[config.mk]
export PLATFORM = sky130hd
export DESIGN_NAME = dcache_array_flat
export DESIGN_NICKNAME = d
export VERILOG_FILES = /design/src/rtl/dcache_pkg.sv /design/src/rtl/dcache_if.sv /design/src/rtl/dcache_array.sv /design/src/flat_wrapper.sv
export SDC_FILE = /design/constraint.sdc
export NUM_CORES = 1
export LEC_CHECK = 0
export BUFFER_PORTS_ARGS = -buffer_cell sky130_fd_sc_hd__buf_2
export CORE_MARGIN = 2
export CORE_UTILIZATION = 40
export CTS_CLUSTER_DIAMETER = 30
export DETAILED_ROUTE_END_ITERATION = 12
export SYNTH_ARGS = -nofsm -noshare
export SYNTH_HDL_FRONTEND = slang
export SYNTH_SLANG_ARGS = --single-unit
[constraint.sdc]
create_clock -name clk -period 5.65 [get_ports clk]
set_input_delay 1.695 -clock clk [delete_from_list [all_inputs] [get_ports clk]]
set_output_delay 1.695 -clock clk [all_outputs]
set_load 0.02 [all_outputs]
[src/rtl/dcache_pkg.sv]
package dcache_pkg;

    localparam int XLEN        = 32;                  // word width
    localparam int SET_BITS    = 3;                   // 8 sets
    localparam int OFFSET_BITS = 2;                   // byte offset in a word
    localparam int TAG_BITS    = XLEN - SET_BITS - OFFSET_BITS;
    localparam int NUM_SETS    = 1 << SET_BITS;

    // cache view of an address, msb first
    typedef struct packed {
        logic [TAG_BITS-1:0]    tag;
        logic [SET_BITS-1:0]    set;
        logic [OFFSET_BITS-1:0] offset;               // always 0 for word access
    } addr_fields_t;

    // same 32 bits, raw for memory indexing or split for lookup
    typedef union packed {
        logic [XLEN-1:0] raw;
        addr_fields_t    f;
    } addr_u;

endpackage

[src/rtl/dcache_if.sv]
`timescale 1ns/1ps

interface dcache_if;

    logic [dcache_pkg::SET_BITS-1:0] set;       // selected line
    logic [dcache_pkg::TAG_BITS-1:0] tag;       // tag to compare / write
    logic                            fill_en;   // write valid, tag and word
    logic                            store_en;  // rewrite word only
    logic [dcache_pkg::XLEN-1:0]     line_data; // word to write
    logic                            hit;       // comb lookup result
    logic [dcache_pkg::XLEN-1:0]     line_word; // comb word of selected line

    modport ctrl (
        output set,
        output tag,
        output fill_en,
        output store_en,
        output line_data,
        input  hit,
        input  line_word
    );

    modport array (
        input  set,
        input  tag,
        input  fill_en,
        input  store_en,
        input  line_data,
        output hit,
        output line_word
    );

endinterface

[src/rtl/dcache_array.sv]
`timescale 1ns/1ps

module dcache_array (
    input logic     clk,
    input logic     rst,
    dcache_if.array cif
);

    logic [dcache_pkg::NUM_SETS-1:0] valid;                         // one per set
    logic [dcache_pkg::TAG_BITS-1:0] tags  [dcache_pkg::NUM_SETS];
    logic [dcache_pkg::XLEN-1:0]     words [dcache_pkg::NUM_SETS];

    // valid bits are the only state cleared by reset
    always_ff @(posedge clk) begin
        if (rst) begin
            valid <= '0;                          // all lines invalid in one cycle
        end else if (cif.fill_en) begin
            valid[cif.set] <= 1'b1;
        end
    end

    always_ff @(posedge clk) begin
        if (cif.fill_en) begin
            tags[cif.set]  <= cif.tag;            // new owner of the line
            words[cif.set] <= cif.line_data;
        end else if (cif.store_en) begin
            words[cif.set] <= cif.line_data;      // tag already matches
        end
    end

    // lookup is purely combinational on the selected set
    assign cif.hit       = valid[cif.set] && (tags[cif.set] == cif.tag);
    assign cif.line_word = words[cif.set];

endmodule

[src/flat_wrapper.sv]
// flat-port wrapper written by rule: the top's interface ports become plain ports
module dcache_array_flat 
  (clk, rst, cif_set, cif_tag, cif_fill_en, cif_store_en, cif_line_data, cif_hit, cif_line_word);
  dcache_if cif_i ();
  input logic clk;
  input logic rst;
  input wire logic [$bits(cif_i.set)-1:0] cif_set;
  input wire logic [$bits(cif_i.tag)-1:0] cif_tag;
  input wire logic [$bits(cif_i.fill_en)-1:0] cif_fill_en;
  input wire logic [$bits(cif_i.store_en)-1:0] cif_store_en;
  input wire logic [$bits(cif_i.line_data)-1:0] cif_line_data;
  output wire logic [$bits(cif_i.hit)-1:0] cif_hit;
  output wire logic [$bits(cif_i.line_word)-1:0] cif_line_word;
  assign cif_i.set = cif_set;
  assign cif_i.tag = cif_tag;
  assign cif_i.fill_en = cif_fill_en;
  assign cif_i.store_en = cif_store_en;
  assign cif_i.line_data = cif_line_data;
  assign cif_hit = cif_i.hit;
  assign cif_line_word = cif_i.line_word;
  dcache_array u_core (.clk(clk), .rst(rst), .cif(cif_i));
endmodule
==> results of run 1 <==
[critical path, delay by kind of cell]
kind	cells	cell delay [ps]
compound gates	1	210
mux	2	680
buf+inv	5	700
xor+xnor	1	220
simple gates	1	330
[logic make-up after synthesis]
logic type / Yosys count
compound gates: 138
xor+xnor: 25
buf+inv: 53
flops: 480
mux: 127
simple gates: 110
[routing by layer]
metal	wire length, µm	vias to the layer above
met5	25	-
met4	1060	4
met3	2360	75
met2	19800	276
met1	18100	5036
li1	-	4308
[layout make-up]
cell class / instances / share of cell area [%]
clock inverter: 61 / 3.34
clock buffer: 111 / 10.7
timing repair buffer: 167 / 5.15
multi-input combinational: 400 / 16.6
tap: 600 / 3.19
antenna: 4 / 0.0426
sequential: 480 / 60.9
[worst paths after layout]
| path | slack [ps] | startpoint | cells after the start | end |
|---|---|---|---|---|
| worst max-delay path | 100 | cif_set[0] | 10 | cif_hit |
| worst min-delay path | 460 | u_core.valid[0] | 2 | u_core.valid[0] |
| worst max register to register | 5080 | u_core.valid[4] | 2 | u_core.valid[4] |
| worst min register to register | 460 | u_core.valid[0] | 2 | u_core.valid[0] |
[cell usage after synthesis (14+ instances only)]
master    count
a21oi_1      31
a221o_1      18
a221oi_1     14
a22oi_1      49
buf_2        22
clkbuf_1     19
edfxtp_1    472
mux2_2       29
mux2i_1      47
mux4_2       51
nor2_1       46
xnor2_1      16
[power by group through the flow]
stage	clock (µW)	combinational [µW]	sequential (µW)
6_report	5640	548	4100
5_1_grt	5900	591	4110
4_1_cts	5720	546	4100
3_5_place_dp	0	530	4160
3_3_place_gp	0	525	4160
2_1_floorplan	0	309	4160
[stage by stage]
step / std cells / instance area (µm²) / util (%) / TNS [ps]
after detailed placement: 1637 / 20000 / 44.0 / -124
final: 1823 / 23500 / 51.8 / 0
after CTS: 1816 / 23400 / 51.6 / 0
after global routing: 1821 / 23500 / 51.8 / 0
after global placement: 1637 / 20000 / 44.0 / -129
after floorplan: 933 / 18400 / - / 0
[repair_timing]
| action | 4_1_cts | 5_1_grt |
|---|---|---|
| pin swaps | 4 | 8 |
| endpoints found under the hold margin | 0 | 0 |
| buffers inserted | 6 | 4 |
| resized for setup | 11 | 13 |
| endpoints found under the setup margin | 1 | 1 |
| gates cloned | 1 | 0 |
[state kept, by name, indices dropped and copies added, names as in the netlist]
| signal | count |
|---|---|
| u_core.tags | 216 |
| u_core.valid | 8 |
| u_core.words | 256 |
==> flow_metrics.tcl, run 1 <==
set metrics [dict create \
    ir_drop_v 0.000266 \
    synthAdderAreaFrac_pct 0 \
    path_class "in -> out" \
    cp_cell_sequence "buf_12 -> buf_12 -> buf_4 -> buf_12 -> mux4_2 -> mux2i_2 -> xor2_1 -> o2111ai_2 -> nor4_4 -> buf_4" \
    met3_usage_pct 4.37 \
    finClkSkew_ps 0 \
    syn_nets 999 \
    maxCapViolations 0 \
    comb_power_share_pct 5.3 \
    slowest_delay_ps 490 \
    die_w_um 218 \
    p_per_area_nw_per_um2 438 \
    cp-end-kind "primary output" \
    postSynthAreaPerCell_um2 19.7 \
    io_pins 99 \
    cts_max_level 3 \
    grt_pass1_vias 10200 \
    cp.arrival_ps 3850 \
    required_ps 3950 \
    p_leak_uw 0.00809 \
    p_sw_share_pct 21.1 \
    grt_busiest_layer "met2" \
    yosys_warnings 0 \
    setup_ws_ps 103 \
    mostFrequentLayoutCells "edfxtp_1, clkbuf_16, buf_2, buf_4, mux4_2" \
    numPortBuffers 98 \
    numCtsBuffers 94 \
    worstSetupStartpointType "primary input" \
    grt_use_total_pct 17.5 \
    worstMarginPinSlew_ps 955 \
    synthArstFlopShare_pct 0 \
    grt_pass1_wl_um 62100 \
    core_region_area_um2 45400 \
    total_power_uw 10300 \
    cts_sinks 480 \
    drtIter0Drc 738 \
    root_buffer "clkbuf_16" \
    synth.largest_area_cell "edfxtp_1" \
    fmax_mhz 180 \
    synth_cell_types 41 \
    vias 9699 \
    mostFrequentLayoutCell "edfxtp_1" \
    multiInputGateArea_um2 3910 \
    avgRoutedWirePerCell_um 22.7 \
    hold_ws_ps 463 \
    crit_slowest_cell "mux4_2" \
    worstSkewPairLatency_ps 620 \
    setup_viol 0 \
    grtUsageMet2_pct 27.6 \
    pre_cts_ws_ps -124 \
    ys_dominant_reg_cell "edfxtp_1" \
    crit_path_max_fanout 8 \
    ys_seq_area_share_pct 78.0 \
    syn2layout_area_growth_pct 27.9 \
    clk_pin_slew_ps 50 \
    min_path_type "reg -> reg" \
    slew_headroom_pct 36.3 \
    nNetsFinal 1209 \
    seqPwrFrac_pct 39.8 \
    drive_above_1_share_pct 34.8 \
    drc 0 \
    route.final.wire_length_um 41300 \
    hold_buffers 0 \
    n_fill_cell 3595 \
    hold_violations 0 \
    gp_routability_congestion 0.721 \
    min_period_ps 5550 \
    p_clk_share_pct 54.8 \
    initial_core_util_pct 40.5 \
    regArea_um2 14300 \
    synth.cell_area_um2 18400 \
    status "finished, final reports clean" \
    rsz0062_at_grt "no" \
    synth_xor_area_share_pct 1.19 \
    synth_edf_count 472 \
    grt_max_degree 40 \
    drt_pass1_iterations 5 \
    synthSimpleGateAreaFrac_pct 3.09 \
    gr-total-overflow 0 \
    ant_nets 0 \
    intPower_uw 8120 \
    die-height_um 218 \
    synth_compound_area_share_pct 5.61 \
    cts_tree "yes" \
    synth_top_family_by_area "multiplexers" \
    ys_ff_latch 480 \
    synth_top_area_share_pct 77.1 \
    clk_path_buf_depth 3 \
    p_sw_uw 2180 \
    antenna_found_initial 7 \
    dp_hpwl_um 23300 \
    drv_slew 0 \
    worst_path_most_repeated_cell "buf_12" \
    dieArea_um2 47700 \
    syn_inst 933 \
    grt_use_met1_pct 23.3 \
    synth_mux_area_share_pct 10.6 \
    synthTopCellsByArea "edfxtp_1, mux4_2, mux2i_1" \
    placementRows 78 \
    viasPerCell 5.32 \
    post-route-period-util_pct 98.2 \
]
Note: power is estimated with default switching activity, not from simulation.
==> run 2, diff against run 1 <==
PLACE_DENSITY = 0.61   (was not set)
==> flow_metrics.tcl, run 2 (synthesis gave the netlist of run 1 again) <==
set metrics [dict create \
    ir_drop_v 0.000223 \
    dieArea_um2 47700 \
    fmax_mhz 180 \
    comb_power_share_pct 5.4 \
    drtIter0Drc 911 \
    cts_sinks 480 \
    place_area_um2 20000 \
    p_per_area_nw_per_um2 432 \
    clk_path_buf_depth 3 \
    drive_above_1_share_pct 34.2 \
    finClkSkew_ps 0 \
    setup_viol 0 \
    path_class "in -> out" \
    cts_max_level 3 \
    grt_pass1_vias 10200 \
    p_sw_uw 2160 \
    top_register "u_core.words" \
    route.final.wire_length_um 41600 \
    initial_core_util_pct 40.5 \
    min_path_type "reg -> reg" \
    grt_max_degree 39 \
    largestRegisters "u_core.words: 256 flops, u_core.tags: 216 flops, u_core.valid: 8 flops" \
    mostFrequentLayoutCell "edfxtp_1" \
    drt_pass1_iterations 5 \
    ant_nets 0 \
    die_w_um 218 \
    intPower_uw 7860 \
    vias 9742 \
    worstMarginPinSlew_ps 985 \
    io_pins 99 \
    hold_violations 0 \
    avgRoutedWirePerCell_um 22.9 \
    numCtsBuffers 90 \
    slew_headroom_pct 34.3 \
    grt_use_total_pct 17.7 \
    drv_slew 0 \
    syn2layout_area_growth_pct 26.3 \
    status "finished, final reports clean" \
    hold_ws_ps 464 \
    hold_buffers 0 \
    p_leak_uw 0.00797 \
    worstSetupStartpointType "primary input" \
    drc 0 \
    n_fill_cell 3611 \
    post-route-period-util_pct 98.2 \
    die-height_um 218 \
    final_area_um2 23200 \
    dp_hpwl_um 23700 \
    setup_ws_ps 102 \
    grt_pass1_wl_um 62600 \
    core_region_area_um2 45400 \
    p_sw_share_pct 21.6 \
    largest_register_ffs 256 \
    clk_pin_slew_ps 50 \
    min_period_ps 5550 \
    p_clk_share_pct 53.7 \
    pre_cts_ws_ps -239 \
    mostFrequentLayoutCells "edfxtp_1, buf_2, clkbuf_16, buf_4, mux4_2" \
    seqPwrFrac_pct 40.9 \
    gp_routability_congestion 0.723 \
    worstSkewPairLatency_ps 610 \
    numPortBuffers 98 \
    nNetsFinal 1207 \
    gr-total-overflow 0 \
    cp-end-kind "primary output" \
    required_ps 3950 \
    viasPerCell 5.36 \
    cts_tree "yes" \
    antenna_found_initial 4 \
    placementRows 78 \
    crit_path_max_fanout 15 \
    maxCapViolations 0 \
    cp.arrival_ps 3850 \
    root_buffer "clkbuf_16" \
]
run 2: changes by cell type in the layout (fill, tap and decap cells not counted), moves of 3 or more:
cell	before	now
and2_2	5	0
clkbuf_16	97	93
clkinv_1	13	8
clkbuf_8	4	0
inv_6	1	10
and2_1	4	9
diode_2	4	1
buf_4	57	63
mux2i_1	43	46
run 2: path summary, 6_finish.rpt:
kind / slack, ps / from / to / cells past startpoint
max: 100 / cif_set[0] / cif_hit / 10
min reg2reg: 460 / u_core.valid[7] / u_core.valid[7] / 2
min: 460 / u_core.valid[7] / u_core.valid[7] / 2
max reg2reg: 5080 / u_core.valid[6] / u_core.valid[6] / 2
run 2: cell type report:
cell class | instances | area (µm²) | area share (%)
Multi-Input combinational cell | 400 | 3860 | 16.6
Clock inverter | 65 | 751 | 3.23
Antenna cell | 1 | 2.50 | 0.0108
Sequential cell | 480 | 14300 | 61.7
Clock buffer | 102 | 2360 | 10.2
Timing Repair Buffer | 169 | 1150 | 4.97
Tap cell | 600 | 751 | 3.23
run 2: worst max-delay path, cell delays in order:
cell and delay [ps]:
buf_12 160, mux4_2 510, mux2i_1 170, xor2_1 180
nand2_1 140, nor4_4 330, buf_4 160, nand3_1 110
nor4_2 180, buf_2 210
run 2: metrics by stage:
| stage | utilization (%) | power (µW) | TNS (ps) | std cells |
|---|---|---|---|---|
| after global routing | 51.2 | 10300 | -60.7 | 1816 |
| after detailed placement | 44.2 | 4700 | -239 | 1649 |
| after global placement | 44.2 | 4680 | -203 | 1649 |
| after CTS | 51.1 | 10100 | 0 | 1816 |
| after floorplan | - | 4470 | 0 | 933 |
| final | 51.2 | 10000 | 0 | 1817 |
run 2: power groups by stage:
stage,combinational (µW),clock (µW),sequential (µW)
6_report,537,5380,4100
2_1_floorplan,309,0,4160
3_3_place_gp,527,0,4160
5_1_grt,579,5640,4100
3_5_place_dp,533,0,4160
4_1_cts,540,5460,4100
run 2: timing repair:
action                                  CTS  global route
buffers inserted                          0             0
endpoints found under the setup margin    1             1
resized for setup                         5             6
pin swaps                                 0             0
run 2: per-layer routing:
metal  track usage (%)  part of all wire (%)  vias up
li1                  -                     -     4320
met2              28.3                    49      279
met4              6.62                   1.9        4
met5                 0                 0.060        -
met3              3.37                   5.2       62
met1              24.1                    44     5077
==> run 3, diff against run 2 <==
PLACE_DENSITY = 0.59   (was 0.61)
clock period = 6.99 ns   (was 5.65 ns; I/O delays follow)
==> flow_metrics.tcl, run 3 (synthesis gave the netlist of run 1 again) <==
set metrics [dict create \
    die_w_um 218 \
    top_register "u_core.words" \
    largestRegisters "u_core.words: 256 flops, u_core.tags: 216 flops, u_core.valid: 8 flops" \
    multiInputGateArea_um2 3840 \
    avgRoutedWirePerCell_um 23.0 \
    hold_violations 0 \
    final_area_um2 23200 \
    dp_hpwl_um 22100 \
    maxCapViolations 0 \
    viasPerCell 5.30 \
    root_buffer "clkbuf_16" \
    slew_headroom_pct 29.9 \
    worstMarginPinSlew_ps 1050 \
    mostFrequentLayoutCell "edfxtp_1" \
    tns_ps 0 \
    cp-end-kind "primary output" \
    regArea_um2 14300 \
    cts_resized 0 \
    route.final.wire_length_um 41300 \
    n_fill_cell 3614 \
    numPortBuffers 98 \
    p_per_area_nw_per_um2 365 \
    required_ps 4890 \
    worstSetupStartpointType "primary input" \
    path_class "in -> out" \
    ant_nets 0 \
    drv_slew 0 \
    worstSkewPairLatency_ps 610 \
    min_path_type "reg -> reg" \
    drtIter0Drc 710 \
    grt_pass1_wl_um 62700 \
    syn2layout_area_growth_pct 26.2 \
    hold_buffers 0 \
    p_clk_share_pct 56.0 \
    finClkSkew_ps 0 \
    ir_drop_v 0.000171 \
    drive_above_1_share_pct 33.1 \
    nNetsFinal 1183 \
    antenna_found_initial 3 \
    clk_path_buf_depth 3 \
    post-route-period-util_pct 94.9 \
    core_region_area_um2 45400 \
    grt_max_degree 51 \
    initial_core_util_pct 40.5 \
    vias 9533 \
    mostFrequentLayoutCells "edfxtp_1, clkbuf_16, buf_2, mux4_2, a22oi_1" \
    p_sw_uw 1770 \
    place_area_um2 19800 \
    cts_max_level 3 \
    grt_pass1_vias 10200 \
    gp_routability_congestion 0.734 \
    fmax_mhz 151 \
    gr-total-overflow 0 \
    drt_pass1_iterations 5 \
    status "finished, final reports clean" \
    p_leak_uw 0.00793 \
    clk_pin_slew_ps 50 \
    min_period_ps 6630 \
    grt_use_total_pct 17.8 \
    p_sw_share_pct 20.9 \
    postCtsSetupRepairBufs 0 \
    drc 0 \
    comb_power_share_pct 4.9 \
    cts_sinks 480 \
    cts_tree "yes" \
    seqPwrFrac_pct 39.1 \
    io_pins 99 \
    numCtsBuffers 96 \
    largest_register_ffs 256 \
    placementRows 78 \
    die-height_um 218 \
    setup_viol 0 \
    dieArea_um2 47700 \
    intPower_uw 6700 \
    crit_path_max_fanout 23 \
    cp.arrival_ps 4540 \
    rsz0062_at_grt "no" \
]
## run 3: path summary, 6_finish.rpt
path / startpoint / to / slack, ps / cells past startpoint
max: cif_set[2] / cif_hit / 360 / 11
min: u_core.valid[2] / u_core.valid[2] / 470 / 2
max reg2reg: u_core.valid[7] / u_core.valid[7] / 6400 / 2
min reg2reg: u_core.valid[2] / u_core.valid[2] / 470 / 2
## run 3: power groups by stage
stage / clock (µW) / sequential, µW / combinational [µW]
after floorplan: 0 / 3360 / 250
after CTS: 4810 / 3320 / 418
after global placement: 0 / 3360 / 411
final: 4740 / 3310 / 413
after detailed placement: 0 / 3370 / 416
after global routing: 4960 / 3320 / 447
## run 3: critical path, cell delays in order
cell,delay [ps]
buf_4,320
buf_4,290
nor2b_1,190
a22oi_1,110
mux2_2,290
and4_1,180
nor4_1,350
buf_4,200
nand3_1,70
nor4_2,190
buf_2,220
## run 3: stage by stage
step / utilization [%] / setup slack, ps / power [µW] / instances / hold slack (ps)
2_1_floorplan: - / 843 / 3610 / 933 / 435
3_3_place_gp: 43.6 / 305 / 3770 / 1619 / 446
3_5_place_dp: 43.6 / 308 / 3780 / 1619 / 461
4_1_cts: 51.1 / 298 / 8540 / 1798 / 472
5_1_grt: 51.1 / 77.3 / 8730 / 1798 / 502
6_report: 51.1 / 355 / 8470 / 1800 / 473
## run 3: area by class of cell
| class | instances | area share [%] |
|---|---|---|
| Sequential cell | 480 | 61.8 |
| Clock buffer | 113 | 10.9 |
| Timing Repair Buffer | 139 | 3.65 |
| Clock inverter | 66 | 3.90 |
| Multi-Input combinational cell | 400 | 16.5 |
| Antenna cell | 2 | 0.0216 |
| Tap cell | 600 | 3.23 |
## run 3: per-layer routing
layer  GRT usage, %  vias to the layer above  share of wire, %  wire length [µm]
met2           29.1                      264                49             20200
met3           3.77                       62               5.1              2100
met4           6.78                        2               1.9               792
met1           23.5                     4940                44             18200
li1               -                     4265                 -                 -
met5              0                        -             0.017                 7
