### config.mk
export PLATFORM = sky130hd
export DESIGN_NAME = dcache_ctrl_flat
export DESIGN_NICKNAME = d
export VERILOG_FILES = /design/src/rtl/dcache_pkg.sv /design/src/rtl/dcache_if.sv /design/src/rtl/dcache_ctrl.sv /design/src/flat_wrapper.sv
export SDC_FILE = /design/constraint.sdc
export NUM_CORES = 1
export LEC_CHECK = 0
export ABC_AREA = 1
export BUFFER_PORTS_ARGS = -buffer_cell sky130_fd_sc_hd__buf_2
export CAP_MARGIN = 10
export CELL_PAD_IN_SITES_DETAIL_PLACEMENT = 2
export CELL_PAD_IN_SITES_GLOBAL_PLACEMENT = 2
export CORE_ASPECT_RATIO = 0.6
export CORE_UTILIZATION = 21
export DETAILED_ROUTE_END_ITERATION = 10
export PLACE_DENSITY = 0.78
export SETUP_SLACK_MARGIN = 0.05
export SKIP_LAST_GASP = 1
export SLEW_MARGIN = 5
export SYNTH_ARGS = -nofsm -noshare
export SYNTH_HDL_FRONTEND = slang
export SYNTH_SLANG_ARGS = --single-unit
### constraint.sdc
create_clock -name clk -period 3.65 [get_ports clk]
set_input_delay 0.73 -clock clk [delete_from_list [all_inputs] [get_ports clk]]
set_output_delay 0.73 -clock clk [all_outputs]
set_load 0.01 [all_outputs]
### src/rtl/dcache_pkg.sv
package dcache_pkg;

    localparam int XLEN        = 32;                  // word width
    localparam int SET_BITS    = 3;                   // 8 sets
    localparam int OFFSET_BITS = 2;                   // byte offset in a word
    localparam int TAG_BITS    = XLEN - SET_BITS - OFFSET_BITS;
    localparam int NUM_SETS    = 1 << SET_BITS;

    // cache view of an address, msb first
    typedef struct packed {
        logic [TAG_BITS-1:0]    tag;
        logic [SET_BITS-1:0]    set;
        logic [OFFSET_BITS-1:0] offset;               // always 0 for word access
    } addr_fields_t;

    // same 32 bits, raw for memory indexing or split for lookup
    typedef union packed {
        logic [XLEN-1:0] raw;
        addr_fields_t    f;
    } addr_u;

endpackage

### src/rtl/dcache_if.sv
`timescale 1ns/1ps

interface dcache_if;

    logic [dcache_pkg::SET_BITS-1:0] set;       // selected line
    logic [dcache_pkg::TAG_BITS-1:0] tag;       // tag to compare / write
    logic                            fill_en;   // write valid, tag and word
    logic                            store_en;  // rewrite word only
    logic [dcache_pkg::XLEN-1:0]     line_data; // word to write
    logic                            hit;       // comb lookup result
    logic [dcache_pkg::XLEN-1:0]     line_word; // comb word of selected line

    modport ctrl (
        output set,
        output tag,
        output fill_en,
        output store_en,
        output line_data,
        input  hit,
        input  line_word
    );

    modport array (
        input  set,
        input  tag,
        input  fill_en,
        input  store_en,
        input  line_data,
        output hit,
        output line_word
    );

endinterface

### src/rtl/dcache_ctrl.sv
`timescale 1ns/1ps

module dcache_ctrl #(
    parameter int MEM_ADDR_BITS = 10
) (
    input  logic                           clk,
    input  logic                           rst,
    input  logic                           rd_en,
    input  logic                           wr_en,
    input  logic [dcache_pkg::XLEN-1:0]    addr,
    input  logic [dcache_pkg::XLEN-1:0]    wdata,
    input  logic [dcache_pkg::XLEN-1:0]    mem_rdata,
    output logic [dcache_pkg::XLEN-1:0]    rdata,
    output logic                           hit,
    output logic                           done,
    output logic                           busy,
    output logic                           mem_rd,
    output logic                           mem_wr,
    output logic [MEM_ADDR_BITS-1:0]       mem_addr,
    output logic [dcache_pkg::XLEN-1:0]    mem_wdata,
    dcache_if.ctrl                         cif
);

    localparam logic [1:0] ST_IDLE      = 2'd0;
    localparam logic [1:0] ST_MISS_RD   = 2'd1;   // mem_rd pulse
    localparam logic [1:0] ST_MISS_FILL = 2'd2;   // memory word back, fill line

    logic [1:0]                  state;
    dcache_pkg::addr_u           in_addr;         // request as it arrives
    dcache_pkg::addr_u           req_addr;        // latched request
    dcache_pkg::addr_u           look_addr;       // address seen by the array
    logic [dcache_pkg::XLEN-1:0] req_wdata;
    logic                        accept;

    assign in_addr.raw = addr;
    assign busy        = done || (state != ST_IDLE);
    assign accept      = !busy && (rd_en || wr_en);

    // while idle the array looks up the incoming address, so a hit answers next cycle
    assign look_addr = busy ? req_addr : in_addr;

    assign cif.set       = look_addr.f.set;
    assign cif.tag       = look_addr.f.tag;
    assign cif.fill_en   = (state == ST_MISS_FILL);
    assign cif.store_en  = mem_wr && cif.hit;     // write-through, no allocate
    assign cif.line_data = cif.fill_en ? mem_rdata : req_wdata;

    assign mem_rd    = (state == ST_MISS_RD);
    assign mem_addr  = req_addr.raw[MEM_ADDR_BITS+dcache_pkg::OFFSET_BITS-1:
                                    dcache_pkg::OFFSET_BITS];   // word index
    assign mem_wdata = req_wdata;

    always_ff @(posedge clk) begin
        if (rst) begin
            state  <= ST_IDLE;
            done   <= 1'b0;
            mem_wr <= 1'b0;
        end else begin
            done   <= 1'b0;                       // pulses by default
            mem_wr <= 1'b0;
            case (state)
                ST_IDLE: begin
                    if (accept && rd_en) begin
                        if (cif.hit) begin
                            done <= 1'b1;
                        end else begin
                            state <= ST_MISS_RD;
                        end
                    end else if (accept) begin
                        mem_wr <= 1'b1;           // store answers in one cycle
                        done   <= 1'b1;
                    end
                end
                ST_MISS_RD: begin
                    state <= ST_MISS_FILL;
                end
                ST_MISS_FILL: begin
                    state <= ST_IDLE;
                    done  <= 1'b1;
                end
                default: begin
                    state <= ST_IDLE;
                end
            endcase
        end
    end

    // request and response payload
    always_ff @(posedge clk) begin
        if (accept) begin
            req_addr  <= in_addr;
            req_wdata <= wdata;
            hit       <= cif.hit;                 // lookup result for load or store
        end
        if (accept && rd_en && cif.hit) begin
            rdata <= cif.line_word;
        end else if (state == ST_MISS_FILL) begin
            rdata <= mem_rdata;
        end
    end

endmodule

### src/flat_wrapper.sv
// flat-port wrapper written by rule: the top's interface ports become plain ports
module dcache_ctrl_flat 
#(
    parameter int MEM_ADDR_BITS = 10
)
  (clk, rst, rd_en, wr_en, addr, wdata, mem_rdata, rdata, hit, done, busy, mem_rd, mem_wr, mem_addr, mem_wdata, cif_set, cif_tag, cif_fill_en, cif_store_en, cif_line_data, cif_hit, cif_line_word);
  dcache_if cif_i ();
  input  logic clk;
  input  logic rst;
  input  logic rd_en;
  input  logic wr_en;
  input  logic [dcache_pkg::XLEN-1:0] addr;
  input  logic [dcache_pkg::XLEN-1:0] wdata;
  input  logic [dcache_pkg::XLEN-1:0] mem_rdata;
  output logic [dcache_pkg::XLEN-1:0] rdata;
  output logic hit;
  output logic done;
  output logic busy;
  output logic mem_rd;
  output logic mem_wr;
  output logic [MEM_ADDR_BITS-1:0] mem_addr;
  output logic [dcache_pkg::XLEN-1:0] mem_wdata;
  output wire logic [$bits(cif_i.set)-1:0] cif_set;
  output wire logic [$bits(cif_i.tag)-1:0] cif_tag;
  output wire logic [$bits(cif_i.fill_en)-1:0] cif_fill_en;
  output wire logic [$bits(cif_i.store_en)-1:0] cif_store_en;
  output wire logic [$bits(cif_i.line_data)-1:0] cif_line_data;
  input wire logic [$bits(cif_i.hit)-1:0] cif_hit;
  input wire logic [$bits(cif_i.line_word)-1:0] cif_line_word;
  assign cif_set = cif_i.set;
  assign cif_tag = cif_i.tag;
  assign cif_fill_en = cif_i.fill_en;
  assign cif_store_en = cif_i.store_en;
  assign cif_line_data = cif_i.line_data;
  assign cif_i.hit = cif_hit;
  assign cif_i.line_word = cif_line_word;
  dcache_ctrl #(.MEM_ADDR_BITS(MEM_ADDR_BITS)) u_core (.clk(clk), .rst(rst), .rd_en(rd_en), .wr_en(wr_en), .addr(addr), .wdata(wdata), .mem_rdata(mem_rdata), .rdata(rdata), .hit(hit), .done(done), .busy(busy), .mem_rd(mem_rd), .mem_wr(mem_wr), .mem_addr(mem_addr), .mem_wdata(mem_wdata), .cif(cif_i));
endmodule
==> results of run 1 <==
worst max path at each step:
stage | start | to | slack, ps
2_1_floorplan | wr_en | u_core.hit$_DFFE_PN_ | 820
3_3_place_gp | cif_hit | u_core.rdata[25]$_DFFE_PP_ | 1310
3_5_place_dp | cif_hit | u_core.rdata[25]$_DFFE_PP_ | 1270
4_1_cts | u_core.state[1]$_SDFFE_PP0P_ | cif_line_data[12] | 1050
5_1_grt | u_core.state[1]$_SDFFE_PP0P_ | cif_line_data[11] | 890
6_report | u_core.state[1]$_SDFFE_PP0P_ | cif_line_data[11] | 1120
routing by layer:
| layer | GRT usage | part of all wire | up-vias |
|---|---|---|---|
| met4 | 0.0403 | 0.010 | 0 |
| met3 | 0.0524 | 0.072 | 13 |
| met1 | 0.188 | 0.45 | 1907 |
| met5 | 0 | 0 | - |
| met2 | 0.248 | 0.47 | 142 |
| li1 | - | - | 1899 |
layout make-up:
class	instances	area share
Antenna cell	1	0.000401
Clock buffer	10	0.0367
Clock inverter	4	0.00702
Inverter	40	0.0241
Multi-Input combinational cell	266	0.182
Sequential cell	99	0.470
Tap cell	273	0.0548
Timing Repair Buffer	278	0.225
cell families (layout without fill, tap and decap cells):
logic type / Yosys count / after routing
other cells: 0 / 1
buf+inv: 69 / 332
flops: 99 / 99
compound gates: 32 / 32
simple gates: 234 / 234
metrics by stage:
step                 util  hold slack (ps)
detailed placement  0.294              541
global placement    0.294              521
global route        0.308              524
finish              0.308              538
floorplan               -              498
CTS                 0.308              518
placed cells by master (no fill, tap or decap):
cell,netlist,final
clkinv_2,0,2
clkbuf_1,0,1
nand3_1,1,1
o21ai_2,13,13
o21ai_0,2,2
nand4_4,0,1
nand2_1,222,222
inv_2,2,2
nor3_1,1,1
nand2_2,2,2
bufinv_16,0,1
nor4_1,1,1
nand4_1,1,1
clkbuf_16,0,9
buf_4,11,5
buf_2,12,273
diode_2,0,1
edfxtp_1,95,95
clkinv_1,0,1
nor2_1,4,3
o21ai_1,17,17
nor2_4,1,2
dfxtp_1,4,4
inv_1,38,38
registers in the layout, indices dropped and copies added, names as in the netlist:
| name | flops |
|---|---|
| u_core.rdata | 32 |
| u_core.state | 2 |
| u_core.req_addr | 30 |
| u_core.mem_wr | 1 |
| u_core.mem_wdata | 32 |
| u_core.hit | 1 |
| u_core.done | 1 |
power by group:
group          internal [mW]  switching [mW]  leakage (nW)  total (mW)
logic                  0.217           0.365          2.06       0.582
registers               1.37          0.0353         0.953        1.41
clock network          0.520           0.416         0.136       0.936
worst max-delay path: cells and delay by family (launching register included):
kind | cells | cell delay (ps)
AND/OR/NAND/NOR | 3 | 330
flip-flops | 1 | 430
buffers and inverters | 2 | 670
==> impl_metrics.py, run 1 <==
metrics = {
    "drt": {
        "postRouteAntennaNets": 0,
        "drt_wl_total_um": 16000,
        "wl_per_cell_um": 16.5,
        "first_iter_violations": 109,
        "vias": 3961,
        "drc": 0,
        "firstDrtPassIters": 4,
        "vias_per_cell": 4.08,
    },
    "floorplanning": {
        "num_rows": 40,
        "die_w_um": 189,
        "initial_core_util": 0.217,
        "die_h_um": 114,
        "die_area_mm2": 0.0216,
        "io_pins": 276,
        "core_area_mm2": 0.0203,
    },
    "timing": {
        "setup_tns_ps": 0,
        "finalClockSkew_ps": 5.27,
        "fin_crit_ps": 2530,
        "worst_slack_ps": 1120,
        "drv_slew": 0,
        "fmax_mhz": 396,
        "relSlewSlack": 0.417,
        "grt_setup_unrepaired": "no",
        "period_share": 0.692,
        "setup_viol": 0,
        "hold_viol": 0,
        "worst_slew_pin_slew_ps": 874,
    },
    "synth": {
        "synth_top_family_by_area": "simple AND/OR/NAND/NOR gates",
        "yosysWarnings": 0,
        "ys_ff_latch": 99,
        "async_flop_share": 0,
        "yosysTopAreaCell": "edfxtp_1",
        "synth_xor_area_frac": 0,
        "synthAdderAreaFrac": 0,
        "synth_edf_count": 95,
        "muxShareOfSynthArea": 0,
        "synthTopCellsByCount": "nand2_1 (222), edfxtp_1 (95), inv_1 (38)",
        "synth_cells": 434,
        "yosysSeqAreaShare": 0.666,
        "synth-compound-area-share": 0.0475,
        "synthSimpleGateAreaFrac": 0.206,
        "synth_area_mm2": 0.00440,
        "syn_avg_cell_area_um2": 10.1,
        "ys_dominant_reg_cell": "edfxtp_1",
        "yosysUniqueCellTypes": 20,
        "synthTopCellsByArea": "edfxtp_1 (65%), nand2_1 (19%), inv_1 (3.2%), o21ai_2 (2.6%), o21ai_1 (1.9%)",
        "yosys.cell_count.top_type": "nand2_1",
        "synthDominantCellAreaShare": 0.648,
        "synth_nets": 567,
    },
    "worst_setup_path": {
        "cp_common_cell": "nand2_1",
        "critPathKind": "register to primary output",
        "reg2reg_slack_ps": 1560,
        "required_ps": 2920,
        "cp_max_fo": 33,
        "crit_chain": "nand2_2 > inv_2 > nand2_1 > nand2_1 > buf_2",
        "r2r_end": "u_core.mem_wdata[22]$_DFFE_PN_",
        "start_kind": "register",
        "reg2reg_from": "u_core.state[1]$_SDFFE_PP0P_",
        "ff2ff_path_depth": 5,
        "critPathArrivalTime_ps": 1800,
        "crit_slowest_cell": "inv_2",
        "critical-path-max-stage-delay_ps": 540,
        "critPathCaptureType": "primary output",
    },
    "final_layout": {
        "syn_to_final_growth_pct": 41.6,
        "ff_latch_area_mm2": 0.00293,
        "n_fill_cell": 2371,
        "design_area_mm2": 0.00624,
        "nets": 827,
        "stdcell_count": 971,
        "drive_above_1_share": 0.445,
        "multiInputGateArea_mm2": 0.00113,
    },
    "clock_network": {
        "clkTransAtPathRegs_ps": 60,
        "cts_tree": "done",
        "cts_hold_buf": 0,
        "cts_max_level": 3,
        "clock_latency_ps": 350,
        "clockBufferDepth": 2,
        "post_cts_buffers": 0,
        "cts_resized": 0,
        "cts_root_buffer": "clkbuf_16",
        "cts_buffers": 9,
        "clock-sinks": 99,
    },
    "run": {
        "drv_cap": 0,
    },
    "grt": {
        "grt_overflow": 0,
        "grt.total_usage": 0.150,
        "grt_first_pass_wirelength_um": 24300,
        "grt_pass1_vias": 4343,
        "grt_max_degree": 64,
        "grt_antenna_before_repair": 1,
    },
    "placed_design": {
        "gp_congestion": 0.743,
        "port_buffers": 273,
        "dp.cells": 956,
        "place_area_mm2": 0.00596,
        "dpl.hpwl_um": 12300,
        "post-place-ws_ps": 1270,
    },
    "power": {
        "vdd_drop_max_mv": 0.230,
        "total_power_mw": 2.93,
        "p_leak_nw": 3.15,
        "power.density_mw_per_mm2": 469,
    },
    "min_path": {
        "worstHoldEndpoint": "u_core.state[1]$_SDFFE_PP0P_",
        "min_delay_path_depth": 2,
        "min-delay-start": "u_core.state[0]$_SDFFE_PP0P_",
        "hp-class": "register to register",
    },
    "outcome": {
        "run_status": "finished, final reports clean",
    },
}
Power figures use the tool's default switching activity.
==> run 2, diff against run 1 <==
Settings changed: CORE_UTILIZATION 21 to 24, PLACE_DENSITY 0.78 to 0.84.
Clock period 3.65 ns to 2.42 ns, I/O delays scaled along.
==> impl_metrics.py, run 2 (synthesis results as in run 1) <==
metrics = {
    "outcome": {
        "run_status": "finished, final reports clean",
    },
    "grt": {
        "grt_pass1_vias": 4262,
        "use_met3": 0.0592,
        "grt_antenna_before_repair": 3,
        "grt.total_usage": 0.169,
        "grt_first_pass_wirelength_um": 24100,
        "grt_max_degree": 64,
        "grt-busiest-layer": "met2",
        "use_met2": 0.294,
        "use_met1": 0.201,
        "grt_overflow": 0,
    },
    "power": {
        "p_clk_frac": 0.325,
        "p_comb_frac": 0.201,
        "p_leak_nw": 3.19,
        "switching_share": 0.282,
        "power.density_mw_per_mm2": 714,
        "power_frac_seq": 0.474,
        "vdd_drop_max_mv": 0.308,
        "intPower_mw": 3.22,
        "switchingPower_mw": 1.26,
    },
    "floorplanning": {
        "die_area_mm2": 0.0189,
        "initial_core_util": 0.251,
        "die_h_um": 107,
        "num_rows": 37,
        "io_pins": 276,
        "die_w_um": 177,
        "core_area_mm2": 0.0175,
    },
    "drt": {
        "postRouteAntennaNets": 0,
        "vias": 3952,
        "wl_per_cell_um": 17.2,
        "drt_wl_total_um": 16100,
        "vias_per_cell": 4.21,
        "firstDrtPassIters": 4,
        "drc": 0,
        "first_iter_violations": 161,
    },
    "worst_setup_path": {
        "required_ps": 1940,
        "critPathKind": "register to primary output",
        "start_kind": "register",
        "critPathArrivalTime_ps": 1670,
        "cp_max_fo": 18,
        "critPathCaptureType": "primary output",
    },
    "clock_network": {
        "clockBufferDepth": 2,
        "cts_hold_buf": 0,
        "clock_latency_ps": 340,
        "post_cts_buffers": 0,
        "clkTransAtPathRegs_ps": 70,
        "cts_buffers": 9,
        "cts_root_buffer": "clkbuf_16",
        "cts_max_level": 3,
        "cts_tree": "done",
        "clock-sinks": 99,
    },
    "timing": {
        "period_share": 0.892,
        "whs_ps": 318,
        "fmax_mhz": 463,
        "fin_crit_ps": 2160,
        "relSlewSlack": 0.689,
        "setup_tns_ps": 0,
        "grt_setup_unrepaired": "no",
        "worst_slack_ps": 261,
        "worst_slew_pin_slew_ps": 467,
        "hold_viol": 0,
        "setup_viol": 0,
        "drv_slew": 0,
        "finalClockSkew_ps": 7.71,
    },
    "final_layout": {
        "drive_above_1_share": 0.450,
        "most-common-layout-cells": "buf_2 (273), nand2_1 (222), edfxtp_1 (95)",
        "stdcell_count": 939,
        "final_common_cell": "buf_2",
        "nets": 832,
        "design_area_mm2": 0.00628,
        "n_fill_cell": 2022,
        "syn_to_final_growth_pct": 42.5,
    },
    "placed_design": {
        "place_area_mm2": 0.00597,
        "dp.cells": 922,
        "port_buffers": 273,
        "post-place-ws_ps": 480,
        "dpl.hpwl_um": 12700,
        "gp_congestion": 0.755,
    },
    "run": {
        "drv_cap": 0,
    },
    "min_path": {
        "hp-class": "input port to register",
    },
}
==> run 2: changes by cell type in the layout (fill, tap and decap cells not counted) <==
cell	previous run	this run
clkinv_4	0	2
nand2_2	2	1
buf_12	0	2
clkinv_2	2	1
buf_4	5	8
inv_6	0	1
nand2_4	0	1
==> run 2: layout make-up <==
cell class	count	area (um^2)	share of cell area
Multi-Input combinational cell	266	1140	0.181
Antenna cell	1	2.50	0.000399
Inverter	40	150	0.0239
Tap cell	234	293	0.0467
Clock inverter	6	65.1	0.0104
Clock buffer	10	229	0.0365
Sequential cell	99	2930	0.467
Timing Repair Buffer	283	1470	0.234
==> run 2: path summary, 6_finish.rpt <==
kind | cells after the start | slack [ps] | from | end
setup reg to reg | 4 | 570 | u_core.state[1]$_SDFFE_PP0P_ | u_core.rdata[30]$_DFFE_PP_
hold / removal | 1 | 320 | wdata[26] | u_core.mem_wdata[26]$_DFFE_PN_
setup / recovery | 6 | 260 | u_core.state[1]$_SDFFE_PP0P_ | cif_line_data[20]
hold reg to reg | 2 | 540 | u_core.state[0]$_SDFFE_PP0P_ | u_core.state[1]$_SDFFE_PP0P_
==> run 2: timing repair <==
action,4_1_cts,5_1_grt
hold endpoints to repair,0,0
resized for setup,0,1
setup endpoints to repair,0,30
==> run 2: worst max-delay path, stage by stage, from the launching register on <==
cell     delay [ps]
dfxtp_1         440
nand2_2         100
inv_2           310
buf_12          210
nand2_1          60
nand2_1          70
buf_2           140
==> run 2: power groups by stage <==
stage	clock network, mW	registers [mW]	logic, mW
global placement	0	2.15	0.888
global route	1.57	2.14	0.992
floorplan	0	2.20	0.406
finish	1.46	2.12	0.898
CTS	1.52	2.13	0.919
detailed placement	0	2.17	0.916
==> run 2: per-stage QoR <==
stage	util	power [mW]
6_report	0.358	4.48
5_1_grt	0.358	4.71
4_1_cts	0.357	4.57
3_5_place_dp	0.341	3.08
3_3_place_gp	0.341	3.04
2_1_floorplan	-	2.61
==> run 2: per-layer routing <==
layer  vias up  share of wire
li1       1908              -
met1      1875           0.42
met2       154           0.49
met3        11          0.076
met4         4         0.0084
met5         -         0.0017
==> run 3, diff against run 2 <==
Settings changed: REMOVE_ABC_BUFFERS set to 1.
==> impl_metrics.py, run 3 (synthesis results as in run 1) <==
metrics = {
    "final_layout": {
        "syn_to_final_growth_pct": 42.4,
        "nets": 832,
        "drive_above_1_share": 0.450,
        "insertedDiodeCount": 0,
        "final_common_cell": "buf_2",
        "most-common-layout-cells": "buf_2 (273), nand2_1 (221), edfxtp_1 (95)",
        "design_area_mm2": 0.00627,
    },
    "worst_setup_path": {
        "critPathCaptureType": "primary output",
        "start_kind": "register",
        "ff2ff_path_depth": 4,
        "reg2reg_slack_ps": 650,
        "required_ps": 1940,
        "cp_common_cell": "nand2_1",
        "crit_slowest_cell": "dfxtp_1",
        "critPathKind": "register to primary output",
        "critPathArrivalTime_ps": 1690,
        "reg2reg_from": "u_core.state[1]$_SDFFE_PP0P_",
        "crit_chain": "nand2_4 > inv_2 > buf_4 > nand2_1 > nand2_1 > buf_2",
        "r2r_end": "u_core.rdata[25]$_DFFE_PP_",
        "cp_max_fo": 14,
        "critical-path-max-stage-delay_ps": 470,
    },
    "min_path": {
        "min_delay_path_depth": 1,
        "min-delay-start": "wdata[11]",
        "hp-class": "input port to register",
        "worstHoldEndpoint": "u_core.mem_wdata[11]$_DFFE_PN_",
    },
    "drt": {
        "vias": 3979,
        "vias_per_cell": 4.24,
        "drt_wl_total_um": 15700,
        "firstDrtPassIters": 4,
        "drc": 0,
        "postRouteAntennaNets": 0,
        "wl_per_cell_um": 16.7,
        "first_iter_violations": 118,
    },
    "floorplanning": {
        "initial_core_util": 0.251,
        "num_rows": 37,
        "die_h_um": 107,
        "die_area_mm2": 0.0189,
        "io_pins": 276,
        "core_area_mm2": 0.0175,
        "die_w_um": 177,
    },
    "power": {
        "vdd_drop_max_mv": 0.276,
        "p_leak_nw": 3.19,
        "total_power_mw": 4.37,
        "power.density_mw_per_mm2": 697,
    },
    "timing": {
        "drv_slew": 0,
        "finalClockSkew_ps": 7.26,
        "setup_viol": 0,
        "hold_viol": 0,
        "period_share": 0.898,
        "relSlewSlack": 0.495,
        "fmax_mhz": 460,
        "worst_slew_pin_slew_ps": 757,
        "grt_setup_unrepaired": "no",
        "fin_crit_ps": 2170,
    },
    "placed_design": {
        "port_buffers": 273,
        "dpl.hpwl_um": 12300,
        "place_area_mm2": 0.00599,
        "gp_congestion": 0.758,
    },
    "grt": {
        "use_met3": 0.0596,
        "grt_overflow": 0,
        "grt_first_pass_wirelength_um": 23700,
        "grt-busiest-layer": "met2",
        "grt.total_usage": 0.165,
        "grt_antenna_before_repair": 1,
        "grt_pass1_vias": 4330,
        "grt_max_degree": 66,
        "use_met1": 0.194,
        "use_met2": 0.288,
    },
    "outcome": {
        "run_status": "finished, final reports clean",
    },
    "run": {
        "drv_cap": 0,
    },
    "clock_network": {
        "cts_buffers": 9,
        "cts_root_buffer": "clkbuf_16",
        "clock-sinks": 99,
        "cts_tree": "done",
        "clkTransAtPathRegs_ps": 70,
        "cts_max_level": 3,
        "clockBufferDepth": 2,
        "cts_hold_buf": 0,
        "clock_latency_ps": 330,
    },
}
[run 3: changes by cell type in the layout (fill, tap and decap cells not counted)]
cell / previous run / this run
nand2_2: 1 / 2
buf_4: 8 / 6
clkinvlp_4: 0 / 1
nand2_1: 222 / 221
buf_6: 0 / 1
buf_12: 2 / 3
clkinv_2: 1 / 0
diode_2: 1 / 0
bufinv_16: 1 / 0
clkinv_1: 1 / 2
[run 3: worst max path at each step]
| stage | startpoint | endpoint | slack [ps] | cells past startpoint |
|---|---|---|---|---|
| 2_1_floorplan | u_core.state[1]$_SDFFE_PP0P_ | u_core.hit$_DFFE_PN_ | -1590 | 3 |
| 3_3_place_gp | u_core.state[1]$_SDFFE_PP0P_ | cif_line_data[5] | 470 | 6 |
| 3_5_place_dp | u_core.state[1]$_SDFFE_PP0P_ | cif_line_data[5] | 440 | 6 |
| 4_1_cts | u_core.state[1]$_SDFFE_PP0P_ | cif_line_data[5] | 60 | 6 |
| 5_1_grt | u_core.state[1]$_SDFFE_PP0P_ | cif_line_data[2] | 100 | 6 |
| 6_report | u_core.state[1]$_SDFFE_PP0P_ | cif_line_data[2] | 250 | 6 |
[run 3: final cells by class]
| class | count | area (um^2) |
|---|---|---|
| fill | 2047 | 11300 |
| sequential | 99 | 2930 |
| timing repair buffer | 283 | 1480 |
| multi-input combinational | 266 | 1140 |
| tap | 234 | 293 |
| clock buffer | 10 | 229 |
| inverter | 40 | 150 |
| clock inverter | 6 | 41.3 |
[run 3: metrics by stage]
step	cells	setup TNS, ps	util	hold slack (ps)	worst slack (ps)
floorplan	405	-120650	-	498	-1590
global placement	922	0	0.341	520	474
detailed placement	922	0	0.341	534	444
CTS	938	0	0.357	301	61.7
global route	938	0	0.357	296	97.9
finish	938	0	0.357	321	248
[run 3: power breakdown]
group | switching [mW] | internal (mW)
logic | 0.560 | 0.352
clock network | 0.638 | 0.699
registers | 0.0545 | 2.07
total | 1.25 | 3.12
[run 3: routing by layer]
| metal | vias up | routed length, um | part of all wire |
|---|---|---|---|
| met4 | 2 | 119 | 0.0076 |
| met1 | 1905 | 6620 | 0.42 |
| met2 | 155 | 7660 | 0.49 |
| li1 | 1907 | - | - |
| met5 | - | 13 | 0.00083 |
| met3 | 10 | 1290 | 0.082 |
[run 3: timing repair]
action / in CTS / in global routing
endpoints found under the setup margin: 0 / 16
resized for setup: 0 / 2
buffers inserted: 0 / 0
[run 3: worst max-delay path: cells and delay by family, from the launching register on]
kind	cells	cell delay (ps)
buffers and inverters	3	570
DFF	1	470
and+or+nand+nor	3	310
